`src/hdl/axil_bus_pkg.sv`:
```
// Bus-side types for the 64-bit AXI4-Lite slave port
// Only OKAY is ever returned, and only address bits [4:3] select a register

package axil_bus_pkg;

	// ----------------------------------------
	// Channel widths
	// ----------------------------------------

	// Byte address, full AXI width even though most bits are ignored
	typedef logic [63:0] axil_addr_t;

	// One data beat, also the width of every timer register
	typedef logic [63:0] axil_data_t;

	// One strobe bit per data byte
	typedef logic [7:0] axil_strb_t;

	// Response code on B and R channels
	typedef logic [1:0] axil_resp_t;

	localparam axil_resp_t RESP_OKAY = 2'b00;

	// ----------------------------------------
	// Register access
	// ----------------------------------------

	// Word index into the register map, from address bits [4:3]
	typedef logic [1:0] reg_idx_t;

	// Lowest address bit of the word index (8-byte words)
	localparam int unsigned REG_IDX_LSB = 3;

	// Write request from the bus FSM to the register file
	// Valid for exactly one cycle, in the cycle AWREADY/WREADY are high
	typedef struct packed {
		logic       en;
		reg_idx_t   idx;
		axil_data_t data;
		axil_strb_t strb;
	} reg_wr_t;

endpackage

```
`src/hdl/timer_regs_pkg.sv`:
```
// Register map and timer-side structs of the interval timer
// CTRL keeps two bits, STATUS keeps one sticky flag

package timer_regs_pkg;

	// ----------------------------------------
	// Register map
	// ----------------------------------------

	// Word indices, one 64-bit register each
	localparam axil_bus_pkg::reg_idx_t REG_CTRL   = 2'd0;
	localparam axil_bus_pkg::reg_idx_t REG_PERIOD = 2'd1;
	localparam axil_bus_pkg::reg_idx_t REG_COUNT  = 2'd2;
	localparam axil_bus_pkg::reg_idx_t REG_STATUS = 2'd3;

	// CTRL field positions, all other bits read as zero
	localparam int unsigned CTRL_WIDTH      = 2;
	localparam int unsigned CTRL_ENABLE_BIT = 0;
	localparam int unsigned CTRL_RELOAD_BIT = 1;

	// STATUS expired flag, cleared by writing 1 here
	localparam int unsigned STATUS_EXPIRED_BIT = 0;

	// ----------------------------------------
	// Register file to counter
	// ----------------------------------------

	// Levels from CTRL plus the restart pulse on any CTRL write
	typedef struct packed {
		logic enable;
		logic auto_reload;
		logic restart;
	} timer_ctrl_t;

	// ----------------------------------------
	// Counter to register file
	// ----------------------------------------

	// Live count and a one-cycle pulse on reaching PERIOD
	typedef struct packed {
		axil_bus_pkg::axil_data_t count;
		logic                     expire;
	} cnt_state_t;

endpackage

```
`src/hdl/axil_slave_fsm.sv`:
```
// AXI4-Lite channel FSM, one transaction at a time, writes win over reads
// AW and W must both be valid before a write is accepted; responses are always OKAY

`timescale 1ns/100ps

module axil_slave_fsm
(
	input  logic                     S_AXI_ACLK,
	input  logic                     S_AXI_ARESETN,

	input  axil_bus_pkg::axil_addr_t S_AXI_AWADDR,
	input  logic                     S_AXI_AWVALID,
	output logic                     S_AXI_AWREADY,

	input  axil_bus_pkg::axil_data_t S_AXI_WDATA,
	input  axil_bus_pkg::axil_strb_t S_AXI_WSTRB,
	input  logic                     S_AXI_WVALID,
	output logic                     S_AXI_WREADY,

	output axil_bus_pkg::axil_resp_t S_AXI_BRESP,
	output logic                     S_AXI_BVALID,
	input  logic                     S_AXI_BREADY,

	input  axil_bus_pkg::axil_addr_t S_AXI_ARADDR,
	input  logic                     S_AXI_ARVALID,
	output logic                     S_AXI_ARREADY,

	output axil_bus_pkg::axil_resp_t S_AXI_RRESP,
	output logic                     S_AXI_RVALID,
	input  logic                     S_AXI_RREADY,

	output axil_bus_pkg::reg_wr_t    reg_wr,
	output logic                     rd_en,
	output axil_bus_pkg::reg_idx_t   rd_idx
);

	import axil_bus_pkg::*;

	// One state per bus phase
	typedef enum logic [2:0] {
		IDLE,
		WR_ACCEPT,
		WR_RESP,
		RD_ACCEPT,
		RD_DATA
	} fsm_state_t;

	fsm_state_t state;
	fsm_state_t state_nxt;

	// Request captured at the idle decision
	reg_idx_t   wr_idx_q;
	axil_data_t wr_data_q;
	axil_strb_t wr_strb_q;
	reg_idx_t   rd_idx_q;

	// ----------------------------------------
	// Next state
	// ----------------------------------------

	always_comb
	begin
		state_nxt = state;
		unique case (state)
			IDLE:
			begin
				// Write needs both AW and W, and has priority
				if (S_AXI_AWVALID && S_AXI_WVALID)
					state_nxt = WR_ACCEPT;
				else if (S_AXI_ARVALID)
					state_nxt = RD_ACCEPT;
			end
			// Ready is high here for exactly one cycle
			WR_ACCEPT: state_nxt = WR_RESP;
			RD_ACCEPT: state_nxt = RD_DATA;
			// Hold the response until the master takes it
			WR_RESP:
			begin
				if (S_AXI_BREADY)
					state_nxt = IDLE;
			end
			RD_DATA:
			begin
				if (S_AXI_RREADY)
					state_nxt = IDLE;
			end
			default: state_nxt = IDLE;
		endcase
	end

	always_ff @(posedge S_AXI_ACLK)
	begin
		if (!S_AXI_ARESETN)
			state <= IDLE;
		else
			state <= state_nxt;
	end

	// ----------------------------------------
	// Request capture
	// ----------------------------------------

	// Payload only, loaded while idle and stable through the accept cycle
	always_ff @(posedge S_AXI_ACLK)
	begin
		if (state == IDLE)
		begin
			wr_idx_q  <= S_AXI_AWADDR[REG_IDX_LSB +: $bits(reg_idx_t)];
			wr_data_q <= S_AXI_WDATA;
			wr_strb_q <= S_AXI_WSTRB;
			rd_idx_q  <= S_AXI_ARADDR[REG_IDX_LSB +: $bits(reg_idx_t)];
		end
	end

	// ----------------------------------------
	// Outputs
	// ----------------------------------------

	// AW and W are taken together
	assign S_AXI_AWREADY = (state == WR_ACCEPT);
	assign S_AXI_WREADY  = (state == WR_ACCEPT);
	assign S_AXI_BVALID  = (state == WR_RESP);
	assign S_AXI_BRESP   = RESP_OKAY;

	assign S_AXI_ARREADY = (state == RD_ACCEPT);
	assign S_AXI_RVALID  = (state == RD_DATA);
	assign S_AXI_RRESP   = RESP_OKAY;

	// Register write fires in the accept cycle
	assign reg_wr.en   = (state == WR_ACCEPT);
	assign reg_wr.idx  = wr_idx_q;
	assign reg_wr.data = wr_data_q;
	assign reg_wr.strb = wr_strb_q;

	// Read data gets latched by the register file at the end of the accept cycle
	assign rd_en  = (state == RD_ACCEPT);
	assign rd_idx = rd_idx_q;

endmodule

```
`src/hdl/timer_reg_file.sv`:
```
// Timer registers: CTRL, PERIOD, read-only COUNT and write-1-clear STATUS
// Read data is registered on rd_en and held until the next read

`timescale 1ns/100ps

module timer_reg_file
(
	input  logic                        S_AXI_ACLK,
	input  logic                        S_AXI_ARESETN,
	input  axil_bus_pkg::reg_wr_t       reg_wr,
	input  logic                        rd_en,
	input  axil_bus_pkg::reg_idx_t      rd_idx,
	input  timer_regs_pkg::cnt_state_t  cnt,
	output axil_bus_pkg::axil_data_t    rdata,
	output axil_bus_pkg::axil_data_t    period,
	output timer_regs_pkg::timer_ctrl_t ctrl,
	output logic                        irq
);

	import axil_bus_pkg::*;
	import timer_regs_pkg::*;

	logic [CTRL_WIDTH-1:0] ctrl_q;
	axil_data_t            period_q;
	logic                  status_q;

	// Decoded write strobes per register
	logic       wr_ctrl;
	logic       wr_period;
	logic       status_clr;
	axil_data_t ctrl_merged;
	axil_data_t rd_mux;

	// Byte lanes with a strobe take the new data, the rest keep the old value
	function automatic axil_data_t strb_merge(input axil_data_t old_val,
		input axil_data_t new_val, input axil_strb_t strb);
		axil_data_t merged;
		merged = old_val;
		for (int i = 0; i < $bits(axil_strb_t); i++)
		begin
			if (strb[i])
				merged[i*8 +: 8] = new_val[i*8 +: 8];
		end
		return merged;
	endfunction

	// ----------------------------------------
	// Write side
	// ----------------------------------------

	assign wr_ctrl   = reg_wr.en && (reg_wr.idx == REG_CTRL);
	assign wr_period = reg_wr.en && (reg_wr.idx == REG_PERIOD);

	// Clear needs byte 0 strobed and the flag bit set
	assign status_clr = reg_wr.en && (reg_wr.idx == REG_STATUS) && reg_wr.strb[0]
		&& reg_wr.data[STATUS_EXPIRED_BIT];

	// CTRL merged as a full word, upper bits dropped on store
	assign ctrl_merged = strb_merge({{($bits(axil_data_t)-CTRL_WIDTH){1'b0}}, ctrl_q},
		reg_wr.data, reg_wr.strb);

	always_ff @(posedge S_AXI_ACLK)
	begin
		if (!S_AXI_ARESETN)
		begin
			ctrl_q   <= '0;
			period_q <= '0;
			status_q <= 1'b0;
		end
		else
		begin
			if (wr_ctrl)
				ctrl_q <= ctrl_merged[CTRL_WIDTH-1:0];
			if (wr_period)
				period_q <= strb_merge(period_q, reg_wr.data, reg_wr.strb);
			// Expiry in the same cycle beats the clear
			if (cnt.expire)
				status_q <= 1'b1;
			else if (status_clr)
				status_q <= 1'b0;
		end
	end

	// ----------------------------------------
	// Read side
	// ----------------------------------------

	always_comb
	begin
		rd_mux = '0;
		unique case (rd_idx)
			REG_CTRL:   rd_mux[CTRL_WIDTH-1:0] = ctrl_q;
			REG_PERIOD: rd_mux = period_q;
			// Live count, not a stored copy
			REG_COUNT:  rd_mux = cnt.count;
			REG_STATUS: rd_mux[STATUS_EXPIRED_BIT] = status_q;
			default:    rd_mux = '0;
		endcase
	end

	// Held while RVALID waits for RREADY
	always_ff @(posedge S_AXI_ACLK)
	begin
		if (rd_en)
			rdata <= rd_mux;
	end

	// ----------------------------------------
	// Timer side
	// ----------------------------------------

	assign ctrl.enable      = ctrl_q[CTRL_ENABLE_BIT];
	assign ctrl.auto_reload = ctrl_q[CTRL_RELOAD_BIT];
	// Any CTRL write restarts the count
	assign ctrl.restart     = wr_ctrl;

	assign period = period_q;
	assign irq    = status_q;

endmodule

```
`src/hdl/interval_counter.sv`:
```
// Prescaled up-counter, one tick every PRESCALE clocks while enabled
// PERIOD of 0 keeps it idle; without auto-reload it stops at PERIOD

`timescale 1ns/100ps

module interval_counter
#(
	parameter int PRESCALE = 4
)
(
	input  logic                        S_AXI_ACLK,
	input  logic                        S_AXI_ARESETN,
	input  timer_regs_pkg::timer_ctrl_t ctrl,
	input  axil_bus_pkg::axil_data_t    period,
	output timer_regs_pkg::cnt_state_t  cnt
);

	import axil_bus_pkg::*;

	// Divider width, at least one bit even for PRESCALE of 1
	localparam int PRE_W = (PRESCALE > 1) ? $clog2(PRESCALE) : 1;
	localparam logic [PRE_W-1:0] PRE_LAST = PRE_W'(PRESCALE - 1);

	logic [PRE_W-1:0] pre_q;
	axil_data_t       cnt_q;
	axil_data_t       cnt_inc;
	logic             idle;
	logic             tick;
	logic             wrap;

	// Stopped when disabled, with no period, or parked at PERIOD in one-shot mode
	assign idle = !ctrl.enable || (period == '0) || (!ctrl.auto_reload && (cnt_q >= period));

	assign tick    = !idle && (pre_q == PRE_LAST);
	assign cnt_inc = cnt_q + 64'd1;
	// Also catches a PERIOD lowered below the running count
	assign wrap    = (cnt_inc >= period);

	always_ff @(posedge S_AXI_ACLK)
	begin
		if (!S_AXI_ARESETN || ctrl.restart)
		begin
			pre_q <= '0;
			cnt_q <= '0;
		end
		else if (!idle)
		begin
			pre_q <= tick ? '0 : pre_q + 1'b1;
			if (tick)
			begin
				if (!wrap)
					cnt_q <= cnt_inc;
				else if (ctrl.auto_reload)
					cnt_q <= '0;
				else
					cnt_q <= period;
			end
		end
	end

	// Expire marks the tick that reaches PERIOD
	assign cnt.count  = cnt_q;
	assign cnt.expire = tick && wrap;

endmodule

```
`src/hdl/axil_timer_top.sv`:
```
// Interval timer behind a 64-bit AXI4-Lite slave, irq follows the STATUS flag
// AWPROT and ARPROT are accepted and ignored

`timescale 1ns/100ps

module axil_timer_top
#(
	parameter int PRESCALE = 4
)
(
	input  logic                     S_AXI_ACLK,
	input  logic                     S_AXI_ARESETN,

	input  axil_bus_pkg::axil_addr_t S_AXI_AWADDR,
	input  logic [2:0]               S_AXI_AWPROT,
	input  logic                     S_AXI_AWVALID,
	output logic                     S_AXI_AWREADY,

	input  axil_bus_pkg::axil_data_t S_AXI_WDATA,
	input  axil_bus_pkg::axil_strb_t S_AXI_WSTRB,
	input  logic                     S_AXI_WVALID,
	output logic                     S_AXI_WREADY,

	output axil_bus_pkg::axil_resp_t S_AXI_BRESP,
	output logic                     S_AXI_BVALID,
	input  logic                     S_AXI_BREADY,

	input  axil_bus_pkg::axil_addr_t S_AXI_ARADDR,
	input  logic [2:0]               S_AXI_ARPROT,
	input  logic                     S_AXI_ARVALID,
	output logic                     S_AXI_ARREADY,

	output axil_bus_pkg::axil_data_t S_AXI_RDATA,
	output axil_bus_pkg::axil_resp_t S_AXI_RRESP,
	output logic                     S_AXI_RVALID,
	input  logic                     S_AXI_RREADY,

	output logic                     irq
);

	import axil_bus_pkg::*;
	import timer_regs_pkg::*;

	// ----------------------------------------
	// Internal wiring
	// ----------------------------------------

	reg_wr_t     reg_wr;
	logic        rd_en;
	reg_idx_t    rd_idx;
	timer_ctrl_t ctrl;
	cnt_state_t  cnt;
	axil_data_t  period;

	// Bus protocol
	axil_slave_fsm u_fsm (
		.S_AXI_ACLK    (S_AXI_ACLK),
		.S_AXI_ARESETN (S_AXI_ARESETN),
		.S_AXI_AWADDR  (S_AXI_AWADDR),
		.S_AXI_AWVALID (S_AXI_AWVALID),
		.S_AXI_AWREADY (S_AXI_AWREADY),
		.S_AXI_WDATA   (S_AXI_WDATA),
		.S_AXI_WSTRB   (S_AXI_WSTRB),
		.S_AXI_WVALID  (S_AXI_WVALID),
		.S_AXI_WREADY  (S_AXI_WREADY),
		.S_AXI_BRESP   (S_AXI_BRESP),
		.S_AXI_BVALID  (S_AXI_BVALID),
		.S_AXI_BREADY  (S_AXI_BREADY),
		.S_AXI_ARADDR  (S_AXI_ARADDR),
		.S_AXI_ARVALID (S_AXI_ARVALID),
		.S_AXI_ARREADY (S_AXI_ARREADY),
		.S_AXI_RRESP   (S_AXI_RRESP),
		.S_AXI_RVALID  (S_AXI_RVALID),
		.S_AXI_RREADY  (S_AXI_RREADY),
		.reg_wr        (reg_wr),
		.rd_en         (rd_en),
		.rd_idx        (rd_idx)
	);

	// Register storage, read data goes straight out on R
	timer_reg_file u_regs (
		.S_AXI_ACLK    (S_AXI_ACLK),
		.S_AXI_ARESETN (S_AXI_ARESETN),
		.reg_wr        (reg_wr),
		.rd_en         (rd_en),
		.rd_idx        (rd_idx),
		.cnt           (cnt),
		.rdata         (S_AXI_RDATA),
		.period        (period),
		.ctrl          (ctrl),
		.irq           (irq)
	);

	// Count engine
	interval_counter #(
		.PRESCALE (PRESCALE)
	) u_counter (
		.S_AXI_ACLK    (S_AXI_ACLK),
		.S_AXI_ARESETN (S_AXI_ARESETN),
		.ctrl          (ctrl),
		.period        (period),
		.cnt           (cnt)
	);

endmodule

```
`config.mk`:
```
export PLATFORM = sky130hd
export DESIGN_NAME = axil_timer_top
export DESIGN_NICKNAME = d
export VERILOG_FILES = /design/src/hdl/axil_bus_pkg.sv /design/src/hdl/timer_regs_pkg.sv /design/src/hdl/axil_slave_fsm.sv /design/src/hdl/timer_reg_file.sv /design/src/hdl/interval_counter.sv /design/src/hdl/axil_timer_top.sv
export SDC_FILE = /design/constraint.sdc
export NUM_CORES = 1
export LEC_CHECK = 0
export ABC_CLOCK_PERIOD_IN_PS = 6800
export BUFFER_PORTS_ARGS = -buffer_cell sky130_fd_sc_hd__buf_2
export CAP_MARGIN = 20
export CORE_MARGIN = 1
export CORE_UTILIZATION = 50
export CTS_CLUSTER_SIZE = 16
export DETAILED_ROUTE_END_ITERATION = 8
export PLACE_DENSITY = 0.71
export SYNTH_ARGS = -nofsm -noshare
export SYNTH_HDL_FRONTEND = slang
export SYNTH_SLANG_ARGS = --single-unit
```
`constraint.sdc`:
```
create_clock -name S_AXI_ACLK -period 6.8 [get_ports S_AXI_ACLK]
set_input_delay 0.68 -clock S_AXI_ACLK [delete_from_list [all_inputs] [get_ports S_AXI_ACLK]]
set_output_delay 0.68 -clock S_AXI_ACLK [all_outputs]
set_load 0.005 [all_outputs]
```
======== Yosys cells after proc, flatten, opt, wreduce, memory -nomap -nowiden ========
Index checks and enable logic that the tools add are counted.
word-level totals
  input bits .............................. 213
  bits in registers ....................... 276
  output and inout port bits .............. 74
  word-level logic and storage cells ...... 81
operators by class
  add/subtract/negate cells ............... 2
  reductions and logical operators ........ 32
  bitwise gates (word level) .............. 1
  order comparisons ....................... 2
  equal/unequal tests ..................... 13
  multiplexer cells ....................... 13
operator list
  kind                                                             count
  64-bit greater-or-equal comparator                               2
  64-bit 2-to-1 mux                                                2
  62-bit case mux with 2 select lines                              1
  64-bit by 1-bit adder with 64-bit output, second input constant  1
  64-bit zero test                                                 1
  2-bit AND reduction                                              10
  3-bit case mux with 5 select lines                               1
  3-bit 2-to-1 mux                                                 4
  1-bit logical AND                                                9
  2-bit == test, second input constant                             4
  3-bit by 2-bit == test with 1-bit output, second input constant  2
  2-bit by 1-bit == test with 1-bit output, second input constant  2
  1-bit zero test                                                  4
  2-bit zero test                                                  2
  2-bit by 1-bit != test with 1-bit output, second input constant  2
  1-bit case mux with 4 select lines                               1
  3-bit by 1-bit == test with 1-bit output, second input constant  1
  3-bit == test, second input constant                             1
  3-bit zero test                                                  1
  1-bit logical OR                                                 3
  3-bit by 2-bit != test with 1-bit output, second input constant  1
  1-bit case mux with 3 select lines                               1
  3-bit AND reduction                                              1
  2-bit by 1-bit adder with 2-bit output, second input constant    1
  other kinds (4)                                                  5

======== Depth between registers and ports, before layout ========
Gate-level depths: netlist of run 1.
  depth in word-level cells ............... 7
  mapped depth ............................ 19
  mapped depth without buffers ............ 17

======== Hierarchy ========
From an unflattened synthesis of run 1, not the netlist that was laid out.
unflattened totals
  cell total of the unflattened synthesis .. 1606
  area total of the unflattened synthesis .. 16126.7 um^2
modules (own cells, without submodules)
  module            times used  area each (um^2)  seq. area each (um^2)  cells each
  interval_counter  1           7836.3            1321.3                 981
  timer_reg_file    1           5794.3            3263.1                 524
  axil_slave_fsm    1           2496.1            2342.2                 101

======== Worst setup path after synthesis of run 1 ========
OpenSTA, ideal clock, no wires.
  kind .................................... flip-flop to flip-flop
  start ................................... register u_fsm.state[0]
  end ..................................... register u_fsm.rd_idx_q[0], in the netlist u_fsm.rd_idx[0] (enable)
  library setup time ...................... 604 ps
  required time ........................... 6196 ps
  clock period less this slack ............ 6135 ps
  arrival time ............................ 5531 ps
  slack ................................... 665 ps
  cell stages (with the launch flop) ...... 2
  cell sequence ........................... dfxtp_1 -> nor3_1
on the way
  longest elaborated chain between the ends .. 1
RTL lines
  what                    line                   source
  from (decl)             axil_slave_fsm.sv:48   fsm_state_t state;
  from (signal assigned)  axil_slave_fsm.sv:96   state <= state_nxt;
  3-bit zero test         axil_slave_fsm.sv:106  if (state == IDLE)
  to (signal assigned)    axil_slave_fsm.sv:111  rd_idx_q <= S_AXI_ARADDR[REG_IDX_LSB +: $bits(reg_idx_t)];
  to (decl)               axil_slave_fsm.sv:55   reg_idx_t rd_idx_q;
Every way passes these cells.
A chain may end at the register's enable or synchronous reset.

======== Final worst setup path of run 1 ========
  start ................................... register u_counter.cnt_q[11]
  end ..................................... register u_counter.cnt_q[37]
on the way
  longest elaborated chain between the ends .. 6
  elaborated cells on any way between the ends .. 10
  those cells by class .................... 1 x add/sub; 2 x order compare; 1 x mux; 1 x bitwise; 5 x reduce/logical
RTL lines
  what                                                                                              line                    source
  from (decl)                                                                                       interval_counter.sv:25  axil_data_t cnt_q;
  from (signal assigned)                                                                            interval_counter.sv:52  cnt_q <= cnt_inc;
  from (signal assigned)                                                                            interval_counter.sv:56  cnt_q <= period;
  parallel branches: the longest is 6 deep, another holds 64-bit by 1-bit adder with 64-bit output  n/a
Parallel ways; which one is timed is not known.

==> metrics, run 1 <==
status completed; clk_lat worst skew about 0.57 ns; DRC Markers 0; Setup WS post-layout between 1 and 1.5 ns; Cells after Synth approximately 1600; Unique masters post-synth 66; Final Setup Violations 0; end of the worst register-to-register path u_counter.cnt_q[37]; Hold Crit Endpoint u_fsm.wr_data_q[0]; io pins 287; placed cells between 2000 and 2500; Die W between 150 and 200 µm; Synth Area in Compound Gates between 10% and 20%; initial core utilization between 50% and 60%; simple-gate share of the synthesized area a little under 20%; EDFF count, synth 140; ys async rst share 0%; Die Footprint 31500 µm²; fmax ~180 MHz; pwr/cell area roughly 240 nW/µm²; Post-Syn Area around 15000 µm²; Critical R2R Launch u_counter.cnt_q[11]; WP data required around 7.3 ns; Crit. End Element flop; CTS tree built; Seq/Total Area, Yosys ~45%; CTS resizes 0; Max-slew headroom a little under a third; n_diodes 0; Total Wirelength 40100 µm; CORE AREA approximately 30000 µm²; HPWL Detailed approximately 28000 µm; largest family of logic cells by synthesized area simple AND/OR/NAND/NOR gates; leakage power roughly 6.5 nW; Clock Skews about 0.013 ns; hold crit path type primary input to flop; top cell type's share of synthesized area a little over a quarter; Max-cap violations 0; Final Hold Fails 0; top post-synthesis cells by area edfxtp_1 27%, dfxtp_1 18%, ha_1 11%, nand2_1 5.0%, nand3_1 5.0%; initial drt markers between 1000 and 1500; Post-DRT Antenna Nets 0; FF-to-FF path depth 17; Avg WL per Cell between 15 and 20 µm; H-tree Lvls 1; CTS Buf Count 30; row cnt 63; post-CTS setup buffer count 0; DR pass1 iterations 6; flops & latches, synth around 280; via count 12700; synth warn 0; Peak supply drop approximately 0.22 mV; GPL Wtd Cong 0.923; Reg clk slew, reported paths 0.06 ns; Slew @ Worst Pin a little over 1 ns; Die Ht around 180 µm; mux share of post-synthesis cell area 0.130%; Final TNS setup 0 ns; Clock Tree Buf Depth 3; Fillers between 2000 and 3000; Synth Area in Adders 11.1%; CTS Hold Buffers Added 0; via/cell ratio around 5.9; min Tclk post-route between 5 and 6 ns; Root Buffer clkbuf_16; total power 4.15 mW; initial antenna violation count 0; NumNets Final approximately 2100; period utilization a little over four fifths; Synth Area in XOR/XNOR 3.58%; port bufs ~150; Hold WS roughly 0.28 ns; syn_area_per_cell between 9 and 10 µm²; global-route wire length before repair 63400 µm; critical path class flop to flop; HP Start S_AXI_WDATA[0]; Crit path arrival time ~6.2 ns; P&R area growth vs syn 13.3%; hold depth 1; vias in the first global route 11700; fin cells approximately 2100; Post-Place Setup Slack 1.22 ns; largest net degree at the start of global routing 80; Max FO, Critical Path 39; fraction of layout cells with a size suffix above 1 between 10% and 20%; GR Overflow Total 0; GRT Total Usage between 20% and 30%; cell taking the most area after synthesis edfxtp_1; RSZ-0062 raised after global routing no; Setup crit start kind flop; reg2reg setup slack around 1.1 ns; ys flop type edfxtp_1; clock sinks approximately 280; Slew Viols, Final 0
registers in the layout, indices dropped and copies added (netlist names), 3 cells and up:
name / flops
u_counter.cnt_q: 64
u_fsm.wr_data_q: 64
u_regs.period: 64
u_regs.rdata: 64
u_fsm.wr_strb_q: 8
u_fsm.state: 3
layer usage:
metal  part of all wire, %  track usage, %  vias up
met1                    46            37.8     5997
met3                   8.4            3.41       60
met4                   2.1            6.84        0
met2                    43            38.9      485
met5                     0               0        -
li1                      -               -     6167
where the power goes:
group	internal [mW]	switching [mW]	leakage, nW
Sequential	1.84	0.0529	2.51
Combinational	0.144	0.377	3.46
Clock	1.06	0.677	0.521
Total	3.04	1.11	6.50
per-stage QoR:
step,cell area [µm²],utilization (%)
final,17400,58.2
after global routing,17400,58.2
after CTS,17400,58.2
after detailed placement,16400,54.6
after global placement,16400,54.6
after floorplan,15400,-
how the worst max path moves through the flow:
stage                              from                   to  slack, ns  cells past startpoint
detailed placement  u_counter.cnt_q[11]  u_counter.cnt_q[37]       1.22                     17
global route        u_counter.cnt_q[11]  u_counter.cnt_q[11]       0.77                     18
floorplan                u_fsm.state[0]      u_fsm.rd_idx[0]       0.66                      1
CTS                 u_counter.cnt_q[11]  u_counter.cnt_q[30]       1.19                     17
global placement    u_counter.cnt_q[11]  u_counter.cnt_q[11]       1.30                     18
finish              u_counter.cnt_q[11]  u_counter.cnt_q[37]       1.13                     17
kinds of logic after synthesis:
family | Yosys count
AOI/OAI and AO/OA | 375
xor gates and xnor gates | 62
adders and majority gates | 136
buffers and inverters | 185
DFF | 276
muxes | 2
other | 1
and+or+nand+nor | 591
worst max-delay path, cell delays in order (launching register included):
cell and delay, ns:
dfxtp_1 0.50, nand4_1 0.26, nor4_1 0.53, nand3_1 0.38
nor2_1 0.35, nand2_2 0.18, nor3_2 0.22, xor2_1 0.24
ha_1 0.29, a21oi_1 0.14, o21ai_0 0.10, a221oi_1 0.37
o211ai_1 0.14, a31oi_1 0.40, o21a_2 0.83, buf_4 0.38
nand2_1 0.09, a31oi_1 0.17
synthesized netlist by cell type, types with 36 or more instances:
cell type / number
nand2_1: 206
nand3_1: 154
edfxtp_1: 140
dfxtp_1: 136
ha_1: 136
inv_1: 86
o21ai_0: 72
a21boi_0: 69
nor2b_1: 65
a22oi_1: 63
clkbuf_1: 60
a31oi_1: 57
a21oi_1: 56
nand4_1: 47
xnor2_1: 46
nor2_1: 36
layout make-up:
cell class              count  area [µm²]  share of cell area [%]
clock buffers              46         935                    5.36
clock inverters            10         141                   0.811
inverters                  86         323                    1.85
multi-input cells        1170        7750                    44.4
flip-flops and latches    276        6930                    39.7
well taps                 390         488                    2.80
repair buffers            167         873                    5.01
layout by cell type (no fill, tap or decap), drive strengths merged, types with 65 or more instances in the layout:
cell type	instances
ha	136
inv	87
nor2b	65
edfxtp	140
nand3	154
buf	167
dfxtp	136
o21ai	77
nand2	207
a21boi	70
(Power assumes the default switching activity.)
==> run 2, diff against run 1 <==
--- a/config.mk
+++ b/config.mk
@@ -5,14 +5,14 @@
 export SDC_FILE = /design/constraint.sdc
 export NUM_CORES = 1
 export LEC_CHECK = 0
-export ABC_CLOCK_PERIOD_IN_PS = 6800
+export ABC_CLOCK_PERIOD_IN_PS = 5180
 export BUFFER_PORTS_ARGS = -buffer_cell sky130_fd_sc_hd__buf_2
 export CAP_MARGIN = 20
 export CORE_MARGIN = 1
 export CORE_UTILIZATION = 50
 export CTS_CLUSTER_SIZE = 16
 export DETAILED_ROUTE_END_ITERATION = 8
-export PLACE_DENSITY = 0.71
+export PLACE_DENSITY = 0.74
 export SYNTH_ARGS = -nofsm -noshare
 export SYNTH_HDL_FRONTEND = slang
 export SYNTH_SLANG_ARGS = --single-unit
==> constraint.sdc (replaced) <==
create_clock -name S_AXI_ACLK -period 5.18 [get_ports S_AXI_ACLK]
set_input_delay 0.518 -clock S_AXI_ACLK [delete_from_list [all_inputs] [get_ports S_AXI_ACLK]]
set_output_delay 0.518 -clock S_AXI_ACLK [all_outputs]
set_load 0.005 [all_outputs]
==> metrics, run 2 (same netlist as run 1, synthesis figures left out) <==
CTS Buf Count 29 (-3.3%); fmax 205 MHz (+16%); Critical Path Start u_counter.cnt_q[12]; Final Cell Area 17600 µm² (+1.2%); Final Setup Violations 0 (unchanged); Placed Area 16700 µm² (+1.8%); fraction of layout cells with a size suffix above 1 15.6% (+1.7 points); min Tclk post-route 4.88 ns (-0.792 ns); total power 5.38 mW (+30%); busiest grt layer met2; largest net degree at the start of global routing 77 (-3.8%); NumNets Final 2111 (+1.5%); clock sinks 276 (unchanged); port bufs 152 (unchanged); GPL Wtd Cong 0.940 (+1.9%); Root Buffer clkbuf_16; Slew @ Worst Pin 1.00 ns (-0.0360 ns); initial drt markers 1187 (+14%); global-route wire length before repair 65000 µm (+2.5%); Setup crit start kind flop; Crit. End Element flop; Max-slew headroom 33.3% (+2.4 points); slowest stage delay, CP 0.47 ns (-0.36 ns); GRT Total Usage 26.3% (+0.75 points); FF-to-FF path depth 18 (+1); leakage power 6.64 nW (+2.2%); Final TNS setup 0 ns (unchanged); io pins 287 (unchanged); DRC Markers 0 (unchanged); Final Hold Fails 0 (unchanged); vias in the first global route 11800 (+1.4%); Critical R2R Launch u_counter.cnt_q[12]; H-tree Lvls 1 (unchanged); M3 GR Usage 3.81% (+0.41 points); clk_lat worst skew 0.56 ns (about the same); met2 usage 39.5% (+0.59 points); CTS Hold Buffers Added 0 (unchanged); Worst path slowest cell dfxtp_1; status completed; hold depth 1 (unchanged); Worst Setup EP u_counter.cnt_q[31]; WP buf/inv 2 (+1); commonest non-fill, non-tap cell in the layout nand2_1; Crit path arrival time 5.36 ns (-0.79 ns); Total Wirelength 42100 µm (+4.9%); Clock Skews 0.0119 ns (-0.000866 ns); Die Ht 177 µm (unchanged); Die Footprint 31500 µm² (unchanged); row cnt 63 (unchanged); most frequent CP cell a31oi_1; most frequent cells in the layout 206 x nand2_1, 154 x nand3_1, 152 x buf_2, 140 x edfxtp_1, 136 x dfxtp_1; Peak supply drop 0.287 mV (+30%); Reg clk slew, reported paths 0.07 ns (about the same); period utilization 94.1% (+11 points); reg2reg setup slack 0.30 ns (-0.83 ns); initial antenna violation count 0 (unchanged); P&R area growth vs syn 14.6%; DR pass1 iterations 8 (+2); RSZ-0062 raised after global routing no; Avg WL per Cell 19.4 µm (+3.5%); hold crit path type primary input to flop; GR Overflow Total 0 (unchanged); Clock Tree Buf Depth 3 (unchanged); via count 12900 (+1.5%); critical path class flop to flop; HPWL Detailed 30300 µm (+6.2%); Levels on crit path 18 (+1); end of the worst register-to-register path u_counter.cnt_q[31]; grt met1 use 39.3% (+1.5 points); Post-DRT Antenna Nets 0 (unchanged); WP data required 5.66 ns (-1.63 ns); Slew Viols, Final 0 (unchanged); CP Cell Sequence nand4_1 > nor4_2 > nand3_1 > nor2_1 > nand2_2 > nor3_2 > xor2_1 > ha_1 > a21oi_1 > o21ai_0 > a221oi_1 > o211ai_1 > a31oi_1 > o21a_2 > buf_12 > buf_4 > nand2_1 > a31oi_1; CORE AREA 30000 µm² (unchanged); delay-heaviest family, CP simple AND/OR/NAND/NOR gates; n_diodes 0 (unchanged); via/cell ratio 5.93 (about the same); Max-cap violations 0 (unchanged); Die W 177 µm (unchanged); CTS tree built; pwr/cell area 305 nW/µm² (+28%); initial core utilization 51.4% (unchanged); Max FO, Critical Path 21 (-46%)
run 2: report_power, final:
group	internal [mW]	total, mW	switching (mW)
Combinational	0.254	0.785	0.531
Sequential	2.41	2.48	0.0651
Clock	1.22	2.11	0.887
Total	3.89	5.38	1.48
run 2: final cells by class:
class | count | area (µm²)
clock buffers | 37 | 786
clock inverters | 17 | 180
fillers | 2617 | 12300
inverters | 86 | 323
multi-input cells | 1170 | 7770
flip-flops and latches | 276 | 6930
well taps | 390 | 488
repair buffers | 199 | 1160
run 2: routing by layer:
metal | vias to the layer above | share of wire [%]
li1 | 6226 | -
met1 | 6067 | 45
met5 | - | 0
met4 | 0 | 2.2
met3 | 63 | 9.2
met2 | 541 | 44
run 2: worst min-delay path by stage:
stage                          end               start  slack (ns)
2_1_floorplan   u_counter.pre_q[0]  u_counter.pre_q[0]        0.45
3_3_place_gp    u_counter.pre_q[0]  u_counter.pre_q[0]        0.46
3_5_place_dp    u_counter.pre_q[0]  u_counter.pre_q[0]        0.47
4_1_cts        u_fsm.wr_data_q[50]     S_AXI_WDATA[50]        0.12
5_1_grt        u_fsm.wr_data_q[28]     S_AXI_WDATA[28]        0.12
6_report       u_fsm.wr_data_q[54]     S_AXI_WDATA[54]        0.13
run 2: per-stage QoR:
| stage | instances | utilization [%] | hold slack [ns] | setup WS, ns |
|---|---|---|---|---|
| floorplan | 1631 | - | 0.449 | 1.32 |
| global placement | 2121 | 55.6 | 0.457 | 0.367 |
| detailed placement | 2121 | 55.6 | 0.474 | 0.307 |
| CTS | 2175 | 58.8 | 0.119 | 0.275 |
| global route | 2175 | 58.9 | 0.116 | 0.101 |
| finish | 2175 | 58.9 | 0.127 | 0.305 |
run 2: timing repair:
action | in CTS | in global routing
endpoints found under the setup margin | 0 | 26
gates resized for setup | 0 | 3
setup buffers | 0 | 0
run 2: worst reg2reg max path, cell delays in order (launching register included):
cell and delay, ns:
dfxtp_1 0.47, nand4_1 0.25, nor4_2 0.35, nand3_1 0.20
nor2_1 0.41, nand2_2 0.21, nor3_2 0.24, xor2_1 0.25
ha_1 0.29, a21oi_1 0.16, o21ai_0 0.11, a221oi_1 0.40
o211ai_1 0.13, a31oi_1 0.40, o21a_2 0.28, buf_12 0.19
buf_4 0.20, nand2_1 0.07, a31oi_1 0.18
==> run 3, diff against run 2 <==
--- a/config.mk
+++ b/config.mk
@@ -10,9 +10,10 @@
 export CAP_MARGIN = 20
 export CORE_MARGIN = 1
 export CORE_UTILIZATION = 50
+export CTS_BUF_LIST = sky130_fd_sc_hd__clkbuf_4
 export CTS_CLUSTER_SIZE = 16
 export DETAILED_ROUTE_END_ITERATION = 8
-export PLACE_DENSITY = 0.74
+export PLACE_DENSITY = 0.83
 export SYNTH_ARGS = -nofsm -noshare
 export SYNTH_HDL_FRONTEND = slang
 export SYNTH_SLANG_ARGS = --single-unit
==> metrics, run 3 (same netlist as run 1, synthesis figures left out) <==
Final Setup Violations 0 (unchanged); CP Cell Sequence and4_1 > nand4_1 > nor3_1 > nand4_1 > nor2_4 > nand4_1 > xnor2_1 > ha_1 > a21o_1 > a21o_1 > a211oi_1 > o31ai_1 > a31oi_1 > o21a_2 > buf_12 > o21ai_0 > o311ai_0 > nor3b_1; clock sinks 276 (unchanged); initial core utilization 51.4% (unchanged); DR pass1 iterations 6 (-2); P&R area growth vs syn 19.6%; Reg clk slew, reported paths 0.06 ns (about the same); hold crit path type primary input to flop; largest net degree at the start of global routing 83 (+7.8%); via count 13800 (+6.7%); most frequent CP cell nand4_1; CTS tree built; GPL Wtd Cong 0.946 (+0.70%); Final TNS setup 0 ns (unchanged); Total Wirelength 44600 µm (+5.9%); io pins 287 (unchanged); Crit path arrival time 5.26 ns (-0.10 ns); vias in the first global route 13400 (+13%); critical path class flop to flop; min Tclk post-route 4.65 ns (-0.220 ns); row cnt 63 (unchanged); global-route wire length before repair 70400 µm (+8.3%); Final Hold Fails 0 (unchanged); GRT Total Usage 28.6% (+2.3 points); Fillers 2533 (-3.2%); Crit. End Element flop; Post-DRT Antenna Nets 0 (unchanged); GR Overflow Total 0 (unchanged); multi-input logic area 7750 µm² (-0.18%); Avg WL per Cell 19.2 µm (-0.86%); Root Buffer clkbuf_4; status completed; Max FO, Critical Path 17 (-19%); Setup crit start kind flop; Peak supply drop 0.276 mV (-3.6%); clk_lat worst skew 0.69 ns (+0.13 ns); H-tree Lvls 3 (+2); switch share 28.3% (+0.66 points); Die Ht 177 µm (unchanged); Die W 177 µm (unchanged); slowest stage delay, CP 0.46 ns (about the same); fraction of layout cells with a size suffix above 1 18.5% (+2.8 points); RSZ-0062 raised after global routing no; CTS resizes 0 (unchanged); initial antenna violation count 2 (+2); pwr/cell area 292 nW/µm² (-4.2%); CTS Buf Count 72 (+150%); leakage power 7.06 nW (+6.3%); Die Footprint 31500 µm² (unchanged); post-layout util 61.4% (+2.6 points); via/cell ratio 5.92 (-0.18%); placed cells 2125 (+0.19%); DRC Markers 0 (unchanged); HPWL Detailed 30100 µm (-0.64%); sequential power share 46.1% (about the same); NetSw 1.52 mW (+2.4%); CORE AREA 30000 µm² (unchanged); Slew Viols, Final 0 (unchanged); WP data required 5.78 ns (+0.12 ns); Slew @ Worst Pin 0.948 ns (-0.0529 ns); period utilization 89.9% (-4.3 points); port bufs 152 (unchanged); Pint 3.85 mW (-0.95%); Clk network pwr share 38.4% (-0.9 points); fin cells 2324 (+6.9%); Clock Tree Buf Depth 3 (unchanged); fmax 215 MHz (+4.7%); Max-slew headroom 36.5% (+3.2 points); Clock Skews 0.0418 ns (+0.0299 ns); register area 6930 µm² (unchanged); initial drt markers 1487 (+25%); Max-cap violations 0 (unchanged); Worst path slowest cell dfxtp_1; commonest non-fill, non-tap cell in the layout nand2_1; most frequent cells in the layout 206 x nand2_1, 154 x nand3_1, 152 x buf_2, 140 x edfxtp_1, 136 x dfxtp_1; NumNets Final 2227 (+5.5%); Logic pwr share 15.5% (+0.9 points)
run 3: routing by layer:
metal,routed length [µm],global-route usage [%],vias up
li1,-,-,6499
met1,18900,38.7,6518
met2,20400,44.9,656
met3,4400,6.38,81
met4,949,9.76,2
met5,13,0,-
run 3: layout make-up:
type                    instances  share of cell area (%)
diodes                          1                  0.0136
well taps                     390                    2.65
multi-input cells            1170                    42.1
inverters                      86                    1.75
clock buffers                 113                    4.61
clock inverters                16                   0.870
repair buffers                272                    10.3
flip-flops and latches        276                    37.6
run 3: path summary, 6_finish.rpt:
kind	cells past startpoint	endpoint	start	slack (ns)
worst max-delay path	18	u_counter.cnt_q[53]	u_counter.cnt_q[29]	0.53
worst min-delay path	1	u_fsm.rd_idx[1]	S_AXI_ARADDR[4]	0.03
worst max register to register	18	u_counter.cnt_q[53]	u_counter.cnt_q[29]	0.53
worst min register to register	2	u_counter.pre_q[0]	u_counter.pre_q[0]	0.50
run 3: critical path: cells and delay by family (launching register included):
kind                     cells  cell delay (ns)
AND/OR/NAND/NOR              7             1.92
adder cells (fa/ha/maj)      1             0.30
flip-flops                   1             0.46
XOR/XNOR                     1             0.23
buffers and inverters        1             0.17
AO/OA/AOI/OAI                8             1.53
run 3: what timing repair did:
action                                 CTS  global route
hold buffers                            65             4
buffers inserted                         0             0
endpoints found under the hold margin   65             4
run 3: power by group through the flow:
| stage | combinational [mW] | clock (mW) | sequential [mW] |
|---|---|---|---|
| 5_1_grt | 0.882 | 2.23 | 2.49 |
| 3_5_place_dp | 0.771 | 0 | 2.52 |
| 3_3_place_gp | 0.763 | 0 | 2.52 |
| 2_1_floorplan | 0.459 | 0 | 2.50 |
| 4_1_cts | 0.811 | 2.09 | 2.47 |
| 6_report | 0.833 | 2.06 | 2.48 |
run 3: stage by stage:
| stage | area (µm²) | worst slack, ns | hold slack [ns] | total power, mW |
|---|---|---|---|---|
| 2_1_floorplan | 15400 | 1.32 | 0.449 | 2.96 |
| 3_3_place_gp | 16700 | 0.631 | 0.457 | 3.28 |
| 3_5_place_dp | 16700 | 0.600 | 0.476 | 3.29 |
| 4_1_cts | 18400 | 0.608 | 0.000830 | 5.38 |
| 5_1_grt | 18400 | 0.0495 | 0.00255 | 5.60 |
| 6_report | 18400 | 0.525 | 0.0338 | 5.37 |
